$ cat config.mk
export PLATFORM = sky130hd
export DESIGN_NAME = io_uart
export DESIGN_NICKNAME = d
export VERILOG_FILES = /design/src/design/io_uart_pkg.sv /design/src/design/io_uart.sv /design/src/design/ior_status_reg.sv /design/src/design/uart_regs.sv /design/src/design/uart_rx.sv /design/src/design/uart_tx.sv /design/src/design/uart_baud_gen.sv
export SDC_FILE = /design/constraint.sdc
export NUM_CORES = 1
export LEC_CHECK = 0
export BUFFER_PORTS_ARGS = -buffer_cell sky130_fd_sc_hd__buf_2
export CORE_MARGIN = 3
export CORE_UTILIZATION = 35
export DETAILED_ROUTE_END_ITERATION = 8
export PLACE_DENSITY = 0.58
export SLEW_MARGIN = 5
export SYNTH_ARGS = -nofsm -noshare
export SYNTH_HDL_FRONTEND = slang
export SYNTH_SLANG_ARGS = --single-unit
$ cat constraint.sdc
create_clock -name clk -period 2.83 [get_ports clk]
set_clock_uncertainty 0.2 [all_clocks]
set_input_delay 0.566 -clock clk [delete_from_list [all_inputs] [get_ports clk]]
set_output_delay 0.566 -clock clk [all_outputs]
set_load 0.05 [all_outputs]
$ cat src/design/io_uart_pkg.sv
// ------------------------------------------------------------
// Console UART shared definitions
// Widths, baud divisor rule, register map and IOR word layout
// ------------------------------------------------------------
`default_nettype none

package io_uart_pkg;

   // Datapath widths
   localparam int data_w     = 8;            // Character width
   localparam int bus_w      = 16;           // I/O data bus
   localparam int baud_w     = 5;            // Baud switch field
   localparam int div_w      = 12;           // Bit-period counter
   localparam int frame_bits = data_w + 2;   // Start + data + stop

   // UART register addresses, address 3 reads as zero
   localparam logic [1:0] addr_data   = 2'd0;
   localparam logic [1:0] addr_status = 2'd1;
   localparam logic [1:0] addr_cmd    = 2'd2;

   // Command register bits
   localparam int cmd_txen = 0;   // Transmit enable
   localparam int cmd_rxen = 2;   // Receive enable
   localparam int cmd_loop = 7;   // Local loopback

   // Status register bits
   localparam int st_txrdy = 0;   // Holding register empty
   localparam int st_rxrdy = 1;   // Received character held
   localparam int st_txemt = 2;   // Shifter idle
   localparam int st_ovr   = 4;   // Overrun, sticky until status read

   // IOR word, raw bus view or strap/flag fields
   typedef union packed {
      logic [bus_w-1:0] raw;
      struct packed {
         logic              tbmt_n;      // Bit 15
         logic              da_n;
         logic              eauto_n;
         logic              lock_n;
         logic              console_n;   // Bit 11
         logic [5:0]        rsvd;        // Always zero
         logic [baud_w-1:0] baud;        // Switches, bits 4..0
      } f;
   } ior_word_u;

   // Clocks per bit for a switch setting
   // (switch + 1) * 8, range 8 to 256
   function automatic logic [div_w-1:0] baud_divisor_f(input logic [baud_w-1:0] sw);
      logic [div_w-1:0] div;
      div = (div_w'(sw) + 1'b1) << 3;
      return div;
   endfunction

endpackage

`default_nettype wire
$ cat src/design/io_uart.sv
// ------------------------------------------------------------
// Console serial port top level
// UART, IOR status register, loop lines and shared read bus
// ------------------------------------------------------------
`default_nettype none
`timescale 1ns/1ps

module io_uart
   import io_uart_pkg::*;
(
   input  wire logic              clk,
   input  wire logic              reset,
   input  wire logic              uart_sel,
   input  wire logic              rd,
   input  wire logic              wr,
   input  wire logic [1:0]        addr,
   input  wire logic [data_w-1:0] wdata,
   input  wire logic              ior_rd,
   input  wire logic              rxd,
   input  wire logic              i1p,        // Current loop in
   input  wire logic              eauto_n,
   input  wire logic              lock_n,
   input  wire logic              console_n,
   input  wire logic [baud_w-1:0] baud_rate_switch,
   output logic [bus_w-1:0]       rdata,
   output logic                   txd,
   output logic                   o1p,        // Current loop out
   output logic                   o2p,
   output logic                   da_n,
   output logic                   tbmt_n
);

   logic              tick;
   logic              tx_load;
   logic [data_w-1:0] tx_byte;
   logic              rx_take;
   logic              txen;
   logic              rxen;
   logic              loop;
   logic              tx_line;      // Shifter output
   logic              tx_empty;
   logic              tx_idle;
   logic              rx_line;
   logic              rx_valid;
   logic [data_w-1:0] rx_byte;
   logic              overrun;
   logic              line_out;
   logic [bus_w-1:0]  uart_rdata;
   logic [bus_w-1:0]  ior_rdata;

   // RS232 and current loop share the receiver; loopback takes the shifter instead
   assign rx_line  = loop ? tx_line : (rxd | i1p);
   assign line_out = loop ? 1'b1 : tx_line;   // Mark outside during loopback
   assign txd      = line_out;
   assign o1p      = line_out;
   assign o2p      = line_out;

   assign tbmt_n = ~tx_empty;   // Ready flags are active low
   assign da_n   = ~rx_valid;
   assign rdata  = uart_rdata | ior_rdata;   // Only one source reads at a time

   uart_baud_gen u_baud (
      .clk(clk), .reset(reset), .baud_rate_switch(baud_rate_switch), .tick(tick));

   uart_tx u_tx (
      .clk(clk), .reset(reset), .tick(tick), .txen(txen), .tx_load(tx_load),
      .tx_byte(tx_byte), .txd(tx_line), .tx_empty(tx_empty), .tx_idle(tx_idle));

   uart_rx u_rx (
      .clk(clk), .reset(reset), .rxen(rxen), .rx_line(rx_line), .rx_take(rx_take),
      .baud_rate_switch(baud_rate_switch), .rx_valid(rx_valid), .rx_byte(rx_byte),
      .overrun(overrun));

   uart_regs u_regs (
      .clk(clk), .reset(reset), .uart_sel(uart_sel), .rd(rd), .wr(wr), .addr(addr),
      .wdata(wdata), .tx_empty(tx_empty), .tx_idle(tx_idle), .rx_valid(rx_valid),
      .rx_byte(rx_byte), .overrun(overrun), .tx_load(tx_load), .tx_byte(tx_byte),
      .rx_take(rx_take), .txen(txen), .rxen(rxen), .loop(loop), .rdata(uart_rdata));

   ior_status_reg u_ior (
      .clk(clk), .reset(reset), .ior_rd(ior_rd), .tbmt_n(tbmt_n), .da_n(da_n),
      .eauto_n(eauto_n), .lock_n(lock_n), .console_n(console_n),
      .baud_rate_switch(baud_rate_switch), .rdata(ior_rdata));

endmodule

`default_nettype wire

$ cat src/design/ior_status_reg.sv
// ------------------------------------------------------------
// IOR status register
// Latched flags, straps and baud switches as one bus word
// ------------------------------------------------------------
`default_nettype none
`timescale 1ns/1ps

module ior_status_reg
   import io_uart_pkg::*;
(
   input  wire logic              clk,
   input  wire logic              reset,
   input  wire logic              ior_rd,
   input  wire logic              tbmt_n,
   input  wire logic              da_n,
   input  wire logic              eauto_n,
   input  wire logic              lock_n,
   input  wire logic              console_n,
   input  wire logic [baud_w-1:0] baud_rate_switch,
   output logic [bus_w-1:0]       rdata
);

   ior_word_u        word_d;
   ior_word_u        word_q;    // Sampled every clock
   logic [bus_w-1:0] rdata_q;

   always_comb begin
      word_d             = '0;   // Middle field stays zero
      word_d.f.tbmt_n    = tbmt_n;
      word_d.f.da_n      = da_n;
      word_d.f.eauto_n   = eauto_n;
      word_d.f.lock_n    = lock_n;
      word_d.f.console_n = console_n;
      word_d.f.baud      = baud_rate_switch;
   end

   always_ff @(posedge clk) word_q <= word_d;

   // Output enable, one cycle after the strobe
   always_ff @(posedge clk) begin
      if (reset) rdata_q <= '0;
      else       rdata_q <= ior_rd ? word_q.raw : '0;
   end

   assign rdata = rdata_q;

endmodule

`default_nettype wire

$ cat src/design/uart_regs.sv
// ------------------------------------------------------------
// UART register file
// Bus decode, command register, status byte and read data
// ------------------------------------------------------------
`default_nettype none
`timescale 1ns/1ps

module uart_regs
   import io_uart_pkg::*;
(
   input  wire logic              clk,
   input  wire logic              reset,
   input  wire logic              uart_sel,
   input  wire logic              rd,
   input  wire logic              wr,
   input  wire logic [1:0]        addr,
   input  wire logic [data_w-1:0] wdata,
   input  wire logic              tx_empty,
   input  wire logic              tx_idle,
   input  wire logic              rx_valid,
   input  wire logic [data_w-1:0] rx_byte,
   input  wire logic              overrun,
   output logic                   tx_load,
   output logic [data_w-1:0]      tx_byte,
   output logic                   rx_take,
   output logic                   txen,
   output logic                   rxen,
   output logic                   loop,
   output logic [bus_w-1:0]       rdata
);

   logic              rd_s;
   logic              wr_s;
   logic [data_w-1:0] cmd_q;      // Command register
   logic              ovr_q;      // Sticky overrun
   logic [data_w-1:0] status;
   logic [data_w-1:0] rd_byte;    // Selected register
   logic [bus_w-1:0]  rdata_q;

   assign rd_s = uart_sel & rd;
   assign wr_s = uart_sel & wr;

   // Data write dropped while the holding register is full
   assign tx_load = wr_s & (addr == addr_data) & tx_empty;
   assign tx_byte = wdata;
   assign rx_take = rd_s & (addr == addr_data);   // Clears rx_valid next edge

   assign txen = cmd_q[cmd_txen];
   assign rxen = cmd_q[cmd_rxen];
   assign loop = cmd_q[cmd_loop];

   always_comb begin
      status           = '0;
      status[st_txrdy] = tx_empty;
      status[st_rxrdy] = rx_valid;
      status[st_txemt] = tx_idle;
      status[st_ovr]   = ovr_q;
   end

   always_comb begin
      case (addr)
         addr_data:   rd_byte = rx_byte;
         addr_status: rd_byte = status;
         addr_cmd:    rd_byte = cmd_q;
         default:     rd_byte = '0;   // Unused slot
      endcase
   end

   always_ff @(posedge clk) begin
      if (reset) begin
         cmd_q   <= '0;   // TX and RX disabled
         ovr_q   <= 1'b0;
         rdata_q <= '0;
      end else begin
         if (wr_s && addr == addr_cmd) cmd_q <= wdata;
         if (overrun) begin
            ovr_q <= 1'b1;   // New event beats a clearing read
         end else if (rd_s && addr == addr_status) begin
            ovr_q <= 1'b0;
         end
         rdata_q <= rd_s ? {{(bus_w - data_w){1'b0}}, rd_byte} : '0;   // Zero for OR bus
      end
   end

   assign rdata = rdata_q;

endmodule

`default_nettype wire

$ cat src/design/uart_rx.sv
// ------------------------------------------------------------
// UART receiver
// Start-bit hunt, mid-bit sampling, holding register, overrun
// ------------------------------------------------------------
`default_nettype none
`timescale 1ns/1ps

module uart_rx
   import io_uart_pkg::*;
(
   input  wire logic              clk,
   input  wire logic              reset,
   input  wire logic              rxen,
   input  wire logic              rx_line,
   input  wire logic              rx_take,
   input  wire logic [baud_w-1:0] baud_rate_switch,
   output logic                   rx_valid,
   output logic [data_w-1:0]      rx_byte,
   output logic                   overrun
);

   logic [2:0]        sync_q;      // Two sync stages plus edge delay
   logic              line_s;      // Synchronized line
   logic              fall;        // Mark to space edge
   logic [div_w-1:0]  div;
   logic [div_w-1:0]  half;
   logic [div_w-1:0]  cnt_q;       // Own phase counter
   logic [3:0]        bit_idx_q;   // 0 start, 1..8 data, 9 stop
   logic              busy_q;
   logic              sample;      // Mid-bit point
   logic              is_start;
   logic              is_stop;
   logic              frame_ok;    // Good stop bit seen
   logic [data_w-1:0] shift_q;
   logic [data_w-1:0] rx_byte_q;
   logic              rx_valid_q;
   logic              ovr_q;

   assign line_s   = sync_q[1];
   assign fall     = sync_q[2] & ~sync_q[1];
   assign div      = baud_divisor_f(baud_rate_switch);
   assign half     = div >> 1;
   assign sample   = busy_q & (cnt_q == '0);
   assign is_start = (bit_idx_q == 4'd0);
   assign is_stop  = (bit_idx_q == 4'(frame_bits - 1));
   assign frame_ok = sample & is_stop & line_s;   // Low stop bit drops frame

   always_ff @(posedge clk) begin
      if (reset) begin
         sync_q     <= '1;     // Line idles at mark
         busy_q     <= 1'b0;
         bit_idx_q  <= '0;
         cnt_q      <= '0;
         rx_valid_q <= 1'b0;
         ovr_q      <= 1'b0;
      end else begin
         sync_q <= {sync_q[1:0], rx_line};
         ovr_q  <= 1'b0;   // Single-cycle event
         if (!busy_q) begin
            if (rxen && fall) begin
               busy_q    <= 1'b1;
               bit_idx_q <= '0;
               cnt_q     <= half - 1'b1;   // Centre of start bit
            end
         end else if (cnt_q != '0) begin
            cnt_q <= cnt_q - 1'b1;
         end else begin
            cnt_q     <= div - 1'b1;   // One full bit to the next centre
            bit_idx_q <= bit_idx_q + 1'b1;
            if (is_start && line_s) begin
               busy_q <= 1'b0;   // Glitch, not a start bit
            end else if (is_stop) begin
               busy_q <= 1'b0;
            end
         end
         if (frame_ok) begin
            rx_valid_q <= 1'b1;
            ovr_q      <= rx_valid_q & ~rx_take;   // Unread char overwritten
         end else if (rx_take) begin
            rx_valid_q <= 1'b0;
         end
      end
   end

   // Data bits, LSB arrives first
   always_ff @(posedge clk) begin
      if (sample && !is_start && !is_stop) shift_q <= {line_s, shift_q[data_w-1:1]};
      if (frame_ok) rx_byte_q <= shift_q;
   end

   assign rx_valid = rx_valid_q;
   assign rx_byte  = rx_byte_q;
   assign overrun  = ovr_q;   // Pulse, regs keep the sticky flag

endmodule

`default_nettype wire

$ cat src/design/uart_tx.sv
// ------------------------------------------------------------
// UART transmitter
// Holding register feeding a 10-bit 8N1 shift frame
// ------------------------------------------------------------
`default_nettype none
`timescale 1ns/1ps

module uart_tx
   import io_uart_pkg::*;
(
   input  wire logic              clk,
   input  wire logic              reset,
   input  wire logic              tick,
   input  wire logic              txen,
   input  wire logic              tx_load,
   input  wire logic [data_w-1:0] tx_byte,
   output logic                   txd,
   output logic                   tx_empty,
   output logic                   tx_idle
);

   logic [data_w-1:0]     hold_q;        // Holding register
   logic                  hold_full_q;
   logic [frame_bits-1:0] shift_q;       // Bit 0 is on the line
   logic [3:0]            bit_cnt_q;     // Bit period within frame
   logic                  active_q;      // Frame loaded in shifter
   logic                  started_q;     // Start bit reached the line
   logic                  xfer;          // Holding -> shifter
   logic                  shift_en;
   logic                  last_bit;

   assign xfer     = hold_full_q & ~active_q & txen;
   assign last_bit = (bit_cnt_q == 4'(frame_bits - 1));
   assign shift_en = active_q & tick & started_q & ~last_bit;

   always_ff @(posedge clk) begin
      if (tx_load) hold_q <= tx_byte;
      if (xfer) begin
         shift_q <= {1'b1, hold_q, 1'b0};       // Stop, data, start
      end else if (shift_en) begin
         shift_q <= {1'b1, shift_q[frame_bits-1:1]};   // LSB first
      end
   end

   always_ff @(posedge clk) begin
      if (reset) begin
         hold_full_q <= 1'b0;
         active_q    <= 1'b0;
         started_q   <= 1'b0;
         bit_cnt_q   <= '0;
      end else begin
         if (tx_load) hold_full_q <= 1'b1;   // Only offered when empty
         if (xfer) begin
            hold_full_q <= 1'b0;   // Free for the next character
            active_q    <= 1'b1;
            started_q   <= 1'b0;   // Wait for a tick boundary
            bit_cnt_q   <= '0;
         end else if (active_q && tick) begin
            if (!started_q) begin
               started_q <= 1'b1;   // Start bit begins
            end else if (last_bit) begin
               active_q  <= 1'b0;   // Stop bit done
               started_q <= 1'b0;
            end else begin
               bit_cnt_q <= bit_cnt_q + 1'b1;
            end
         end
      end
   end

   assign txd      = started_q ? shift_q[0] : 1'b1;   // Mark when idle
   assign tx_empty = ~hold_full_q;
   assign tx_idle  = ~active_q;

endmodule

`default_nettype wire

$ cat src/design/uart_baud_gen.sv
// ------------------------------------------------------------
// Baud generator
// One-clock tick per bit period, divisor from the switches
// ------------------------------------------------------------
`default_nettype none
`timescale 1ns/1ps

module uart_baud_gen
   import io_uart_pkg::*;
(
   input  wire logic              clk,
   input  wire logic              reset,
   input  wire logic [baud_w-1:0] baud_rate_switch,
   output logic                   tick
);

   logic [div_w-1:0] div;     // Clocks per bit
   logic [div_w-1:0] cnt_q;   // Down-counter

   assign div = baud_divisor_f(baud_rate_switch);

   // Free-running, reloads at zero
   // New switch value is picked up only on the reload
   always_ff @(posedge clk) begin
      if (reset) begin
         cnt_q <= div - 1'b1;
      end else if (cnt_q == '0) begin
         cnt_q <= div - 1'b1;   // Wrap
      end else begin
         cnt_q <= cnt_q - 1'b1;
      end
   end

   assign tick = (cnt_q == '0);   // Exactly one cycle per period

endmodule

`default_nettype wire

== Yosys cells after proc, flatten, opt, wreduce, memory -nomap -nowiden ==
Cells that the tools add are included.

* Bitwise operators: 26
* Eq/ne operators: 5
* Mux-type cells: 29
* Add/subtract/negate cells: 7
* Reduce and logical (&&, ||, !) cells: 28

{| class="wikitable"
|+ Operators with widths
! kind !! count
|-
| two-way mux 12 bit || 5
|-
| subtractor 12 x 1 -> 12 bit (second input constant) || 3
|-
| logical NOT 12 bit || 2
|-
| one-hot mux 8 bit (3 select lines) || 1
|-
| two-way mux 1 bit || 18
|-
| two-way mux 9 bit || 2
|-
| bitwise OR 16 bit || 1
|-
| AND 1 bit || 15
|-
| nonzero test 2 bit || 7
|-
| two-way mux 4 bit || 3
|-
| nonzero test 12 bit || 1
|-
| subtractor 11 x 1 -> 12 bit (second input constant) || 1
|-
| inverter 1 bit || 9
|-
| adder 4 x 1 -> 4 bit (second input constant) || 2
|-
| == test 4 bit (second input constant) || 2
|-
| OR reduction 2 bit || 4
|-
| logical AND 1 bit || 7
|-
| adder 5 x 1 -> 6 bit (second input constant) || 1
|-
| AND reduction 3 bit || 2
|-
| logical NOT 4 bit || 1
|-
| == test 2 x 1 -> 1 bit (second input constant) || 1
|-
| == test 2 bit (second input constant) || 1
|-
| logical NOT 1 bit || 2
|-
| logical NOT 2 bit || 1
|-
| 3 further kinds || 3
|}

* Word-level logic and storage cells: 117
* Bits in registers: 119

== Logic depth before layout (Yosys ltp) ==
* Depth in word-level cells: 6
* Gate-level depth with buffers: 10

== Modules after synthesis ==
A second synthesis with hierarchy kept.

* Cells, all modules: 512
* Area, all modules: 5247.5 sq um

{| class="wikitable"
|+ By module, submodules not included
! module !! instances !! cells an instance !! area an instance (sq um) !! sequential area each (sq um)
|-
| uart_rx || 1 || 202 || 1983.2 || 920.9
|-
| uart_tx || 1 || 73 || 987.2 || 640.6
|-
| uart_regs || 1 || 97 || 832.0 || 340.3
|-
| uart_baud_gen || 1 || 79 || 767.0 || 240.2
|-
| ior_status_reg || 1 || 37 || 536.8 || 400.4
|-
| io_uart || 1 || 24 || 141.4 || 0.0
|}

== Worst setup path before layout ==
OpenSTA, ideal clock, no wires.

* Path type: reg-to-reg
* Start: register u_baud.cnt_q[0]
* End: register u_tx.shift_q[1] (enable)
* Data arrival time: 1969 ps
* Library setup time: 330 ps
* Path slack: 331 ps
* Cell stages (with the launch flop): 9
* Period minus slack after synthesis: 2499 ps
* Path through: dfxtp_1 inv_1 ha_1 or4b_1 buf_2 nor4_2 and3_1 buf_4 or2_1

* Word-level cells in the longest chain between the ends: 5

{| class="wikitable"
|+ Ends and longest elaborated chain
! item !! line !! RTL
|-
| start: declaration || uart_baud_gen.sv:18 || <nowiki>logic [div_w-1:0] cnt_q;</nowiki>
|-
| start signal: assignment || uart_baud_gen.sv:26 || <nowiki>cnt_q <= div - 1'b1;</nowiki>
|-
| start signal: assignment || uart_baud_gen.sv:28 || <nowiki>cnt_q <= div - 1'b1;</nowiki>
|-
| start signal: assignment || uart_baud_gen.sv:30 || <nowiki>cnt_q <= cnt_q - 1'b1;</nowiki>
|-
| logical NOT 12 bit || uart_baud_gen.sv:34 || <nowiki>assign tick = (cnt_q == '0);</nowiki>
|-
| AND 1 bit (3 in series) || uart_tx.sv:34 || <nowiki>assign shift_en = active_q & tick & started_q & ~last_bit;</nowiki>
|-
| nonzero test 2 bit (no source line) || n/a ||
|-
| end signal: assignment || uart_tx.sv:39 || <nowiki>shift_q <= {1'b1, hold_q, 1'b0};</nowiki>
|-
| end signal: assignment || uart_tx.sv:41 || <nowiki>shift_q <= {1'b1, shift_q[frame_bits-1:1]};</nowiki>
|-
| end: declaration || uart_tx.sv:24 || <nowiki>logic [frame_bits-1:0] shift_q;</nowiki>
|}

No other way between the ends.
A chain may end at the register's enable or synchronous reset.

== Final worst setup path ==
* Start: register u_baud.cnt_q[0]
* End: register u_tx.shift_q[7] (enable)

Same word-level chain as after synthesis.

==> out/results.txt <==
CP Cell Sequence: inv_1 -> ha_1 -> or4b_1 -> nor4_2 -> and3_1 -> or2_1
RSZ-0062 raised after global routing: no
Area growth, synth to finish: 12.18%
Critical Path Max Stage Delay: 0.50 ns
setup bufs post-CTS: 0
vias per cell: 4.987
EDFF count, synth: 32
CP arrival: 2.39 ns
core footprint: 13,300 sq um
most used flip-flop cell after synthesis: dfxtp_1
reg2reg setup slack: 0.27 ns
DR vias: 3,431
H-tree lvl count: 3
first-pass GRT wire length: 16.70 mm
maxcap violations: 0
die span in x: 122.8 microns
final worst path period share: 90.53%
Setup WS post-layout: 0.2680 ns
status: finished clean
hold_buf cts: 0
Power Density: 571.8 nW/um^2
GR Util All Layers: 14.13%
final hold vios: 0
Die ar.: 15,090 sq um
Critical Path Fanout Max: 8
leak pwr: 0.002050 uW
grt ovf: 0
drt total wl: 9.980 mm
hold crit path type: in2reg
Cell Area, Synth: 4777 sq um
final setup TNS: 0 ns
1st-iter DRT viols: 234
Clock Pin Slew Worst Setup and Hold Paths: 0.07 ns
Min Clock Period, post-route: 2.562 ns
router iterations before antenna repair: 4
met1 wire length: 4.825 mm
register area share after synthesis: 53.22%
die height: 122.8 microns
Rel. slew slack: 50.25%
DRC Markers: 0
reg2reg start: u_baud.cnt_q[0]
clock buffer depth: 2
Worst setup SP type: register
vias in the first global route: 3,295
CTS tree: built
Finished Layout Cells: 688
Row Count: 42
CP top delay family: simple AND/OR/NAND/NOR gates
Routability Congestion: 0.8434
Max Used Layer: met4
NumNets Final: 542
Max VDD drop: 298.4 uV
Avg WL per Cell: 14.51 microns
critical path depth: 6
CTS Buf Count: 9
Synth async-reset ratio: 0%
Clk Latency, worst-skew pair: 0.35 ns
Gates resized, CTS repair: 0
Root Buffer: clkbuf_16
post-synthesis cell count: 472
cells on worst reg2reg path: 6
Antenna Nets Post-Route: 0
placed cell count: 672
Port Buffers: 43
Tot Pwr: 3064 uW
timing-limited maximum frequency: 0.3903 GHz
Final Setup Violations: 0
syn avg cell area: 10.12 sq um
dpl hpwl: 7.280 mm
largest net degree at the start of global routing: 34
unique cell type count in the Yosys netlist: 71
layout cell share with drive strength beyond 1: 17.38%
Max stage delay cell, worst path: or4b_1
DR WL met3: 418 microns
Required @ worst endpoint: 2.65 ns
worst slew pin tran: 0.7463 ns
Top Ports: 47
antenna violations before repair: 0
metal2 WL: 4.620 mm
Place WS: 0.2364 ns
Critical Path Sink: u_tx.shift_q[7]
crit path launch: u_baud.cnt_q[0]
Initial Util: 35.93%
# diodes: 0
synth warn: 0
clk sinks: 111
Yosys reg bits: 111
Crit Path Class: reg2reg
Worst Path Buf+Inv: 1
Slew Limit Fails: 0
crit end category: register
FF-to-FF End: u_tx.shift_q[7]
-- logic make-up after synthesis --
group	count (synthesis)	share of synthesized area (%)
AO/OA/AOI/OAI	92	12.52
XOR/XNOR	16	2.933
adder cells (fa/ha/maj)	9	2.357
buffers and inverters	47	5.710
flip-flops	111	53.22
multiplexers	9	1.886
other	1	0.07850
AND/OR/NAND/NOR	187	21.29
-- placed cells by master (no fill, tap or decap), types with 4 or more instances in the layout --
| master | netlist | routed |
|---|---|---|
| o21ai_0 | 9 | 9 |
| ha_1 | 9 | 9 |
| clkinv_4 | 0 | 4 |
| nand3_1 | 9 | 9 |
| dfxtp_1 | 79 | 79 |
| and2_1 | 11 | 11 |
| buf_2 | 2 | 43 |
| nand2b_1 | 4 | 4 |
| or3_1 | 4 | 4 |
| buf_4 | 15 | 10 |
| xnor2_1 | 10 | 10 |
| o21ai_1 | 4 | 4 |
| clkbuf_16 | 0 | 9 |
| mux2i_1 | 9 | 9 |
| nand4_1 | 4 | 4 |
| or2_2 | 7 | 7 |
| edfxtp_1 | 32 | 32 |
| nand2_1 | 45 | 45 |
| nor2_1 | 48 | 48 |
| and3_1 | 6 | 6 |
| a21oi_1 | 34 | 34 |
| nor2b_1 | 5 | 5 |
| a31oi_1 | 7 | 7 |
| xor2_1 | 6 | 6 |
| inv_1 | 15 | 15 |
| nor3_1 | 14 | 14 |
| a22o_1 | 7 | 7 |
-- worst min-delay path by stage --
stage                          from          endpoint  slack [ns]  depth (start not counted)
CTS                       console_n  u_ior.word_q[11]        0.11                          1
global route              console_n  u_ior.word_q[11]        0.11                          1
global placement    u_baud.cnt_q[0]   u_baud.cnt_q[0]        0.20                          1
finish                      eauto_n  u_ior.word_q[13]        0.12                          1
floorplan           u_baud.cnt_q[0]   u_baud.cnt_q[0]        0.19                          1
detailed placement   u_rx.sync_q[0]    u_rx.sync_q[1]        0.21                          1
-- final cells by class --
class | count | area [sq um]
Inverter | 16 | 60.06
Sequential cell | 111 | 2542
Timing Repair Buffer | 53 | 290.3
Clock inverter | 5 | 43.79
Tap cell | 176 | 220.2
Fill cell | 1308 | 7936
Multi-Input combinational cell | 316 | 1969
Clock buffer | 11 | 232.7
-- power breakdown --
group	switching, uW	total, uW	internal [uW]
clock network	573	1180	608
registers	24.3	1690	1660
logic	129	196	67.4
total	726	3060	2340
-- synth_stat cells (9+ instances only) --
| library cell | n | share of area, % |
|---|---|---|
| dfxtp_1 | 79 | 33 |
| nor2_1 | 48 | 3.8 |
| nand2_1 | 45 | 3.5 |
| a21oi_1 | 34 | 3.6 |
| edfxtp_1 | 32 | 20 |
| buf_4 | 15 | 2.4 |
| inv_1 | 15 | 1.2 |
| nor3_1 | 14 | 1.5 |
| and2_1 | 11 | 1.4 |
| xnor2_1 | 10 | 1.8 |
| ha_1 | 9 | 2.4 |
| mux2i_1 | 9 | 1.9 |
| nand3_1 | 9 | 0.94 |
| o21ai_0 | 9 | 0.94 |
-- sequential cells by signal, indices dropped and copies added (netlist names) --
register and flops:
u_rx.bit_idx_q 4, u_tx.hold_q 8, u_tx.shift_q 9, u_ior.rdata 10
u_tx.active_q 1, u_tx.hold_full_q 1, u_rx.cnt_q 12, u_regs.cmd_q 8
u_rx.overrun 1, u_rx.sync_q 3, u_rx.busy_q 1, u_ior.word_q 10
u_rx.rx_valid 1, u_rx.shift_q 8, u_baud.cnt_q 12, u_tx.bit_cnt_q 4
u_regs.rdata 8, u_tx.started_q 1, u_rx.rx_byte 8, u_regs.ovr_q 1
-- stage by stage --
step / hold slack [ns] / util, % / cell area (sq um)
after floorplan: 0.1854 / - / 4785
after global placement: 0.1955 / 38.23 / 5082
after detailed placement: 0.2110 / 38.23 / 5082
after CTS: 0.1096 / 40.31 / 5359
after global routing: 0.1078 / 40.31 / 5359
final: 0.1188 / 40.31 / 5359
-- worst reg2reg max path: stages, from the launching register on --
cell and delay [ns]:
dfxtp_1 0.34, inv_1 0.07, ha_1 0.20, or4b_1 0.50, nor4_2 0.38, and3_1 0.25
or2_1 0.30
-- metal layers --
| layer | GRT usage, % | up-vias |
|---|---|---|
| li1 | - | 1735 |
| met1 | 18.84 | 1631 |
| met2 | 22.65 | 56 |
| met3 | 3.687 | 9 |
| met4 | 4.059 | 0 |
| met5 | 0 | - |
No activity file was read; power rests on OpenSTA's default activity.
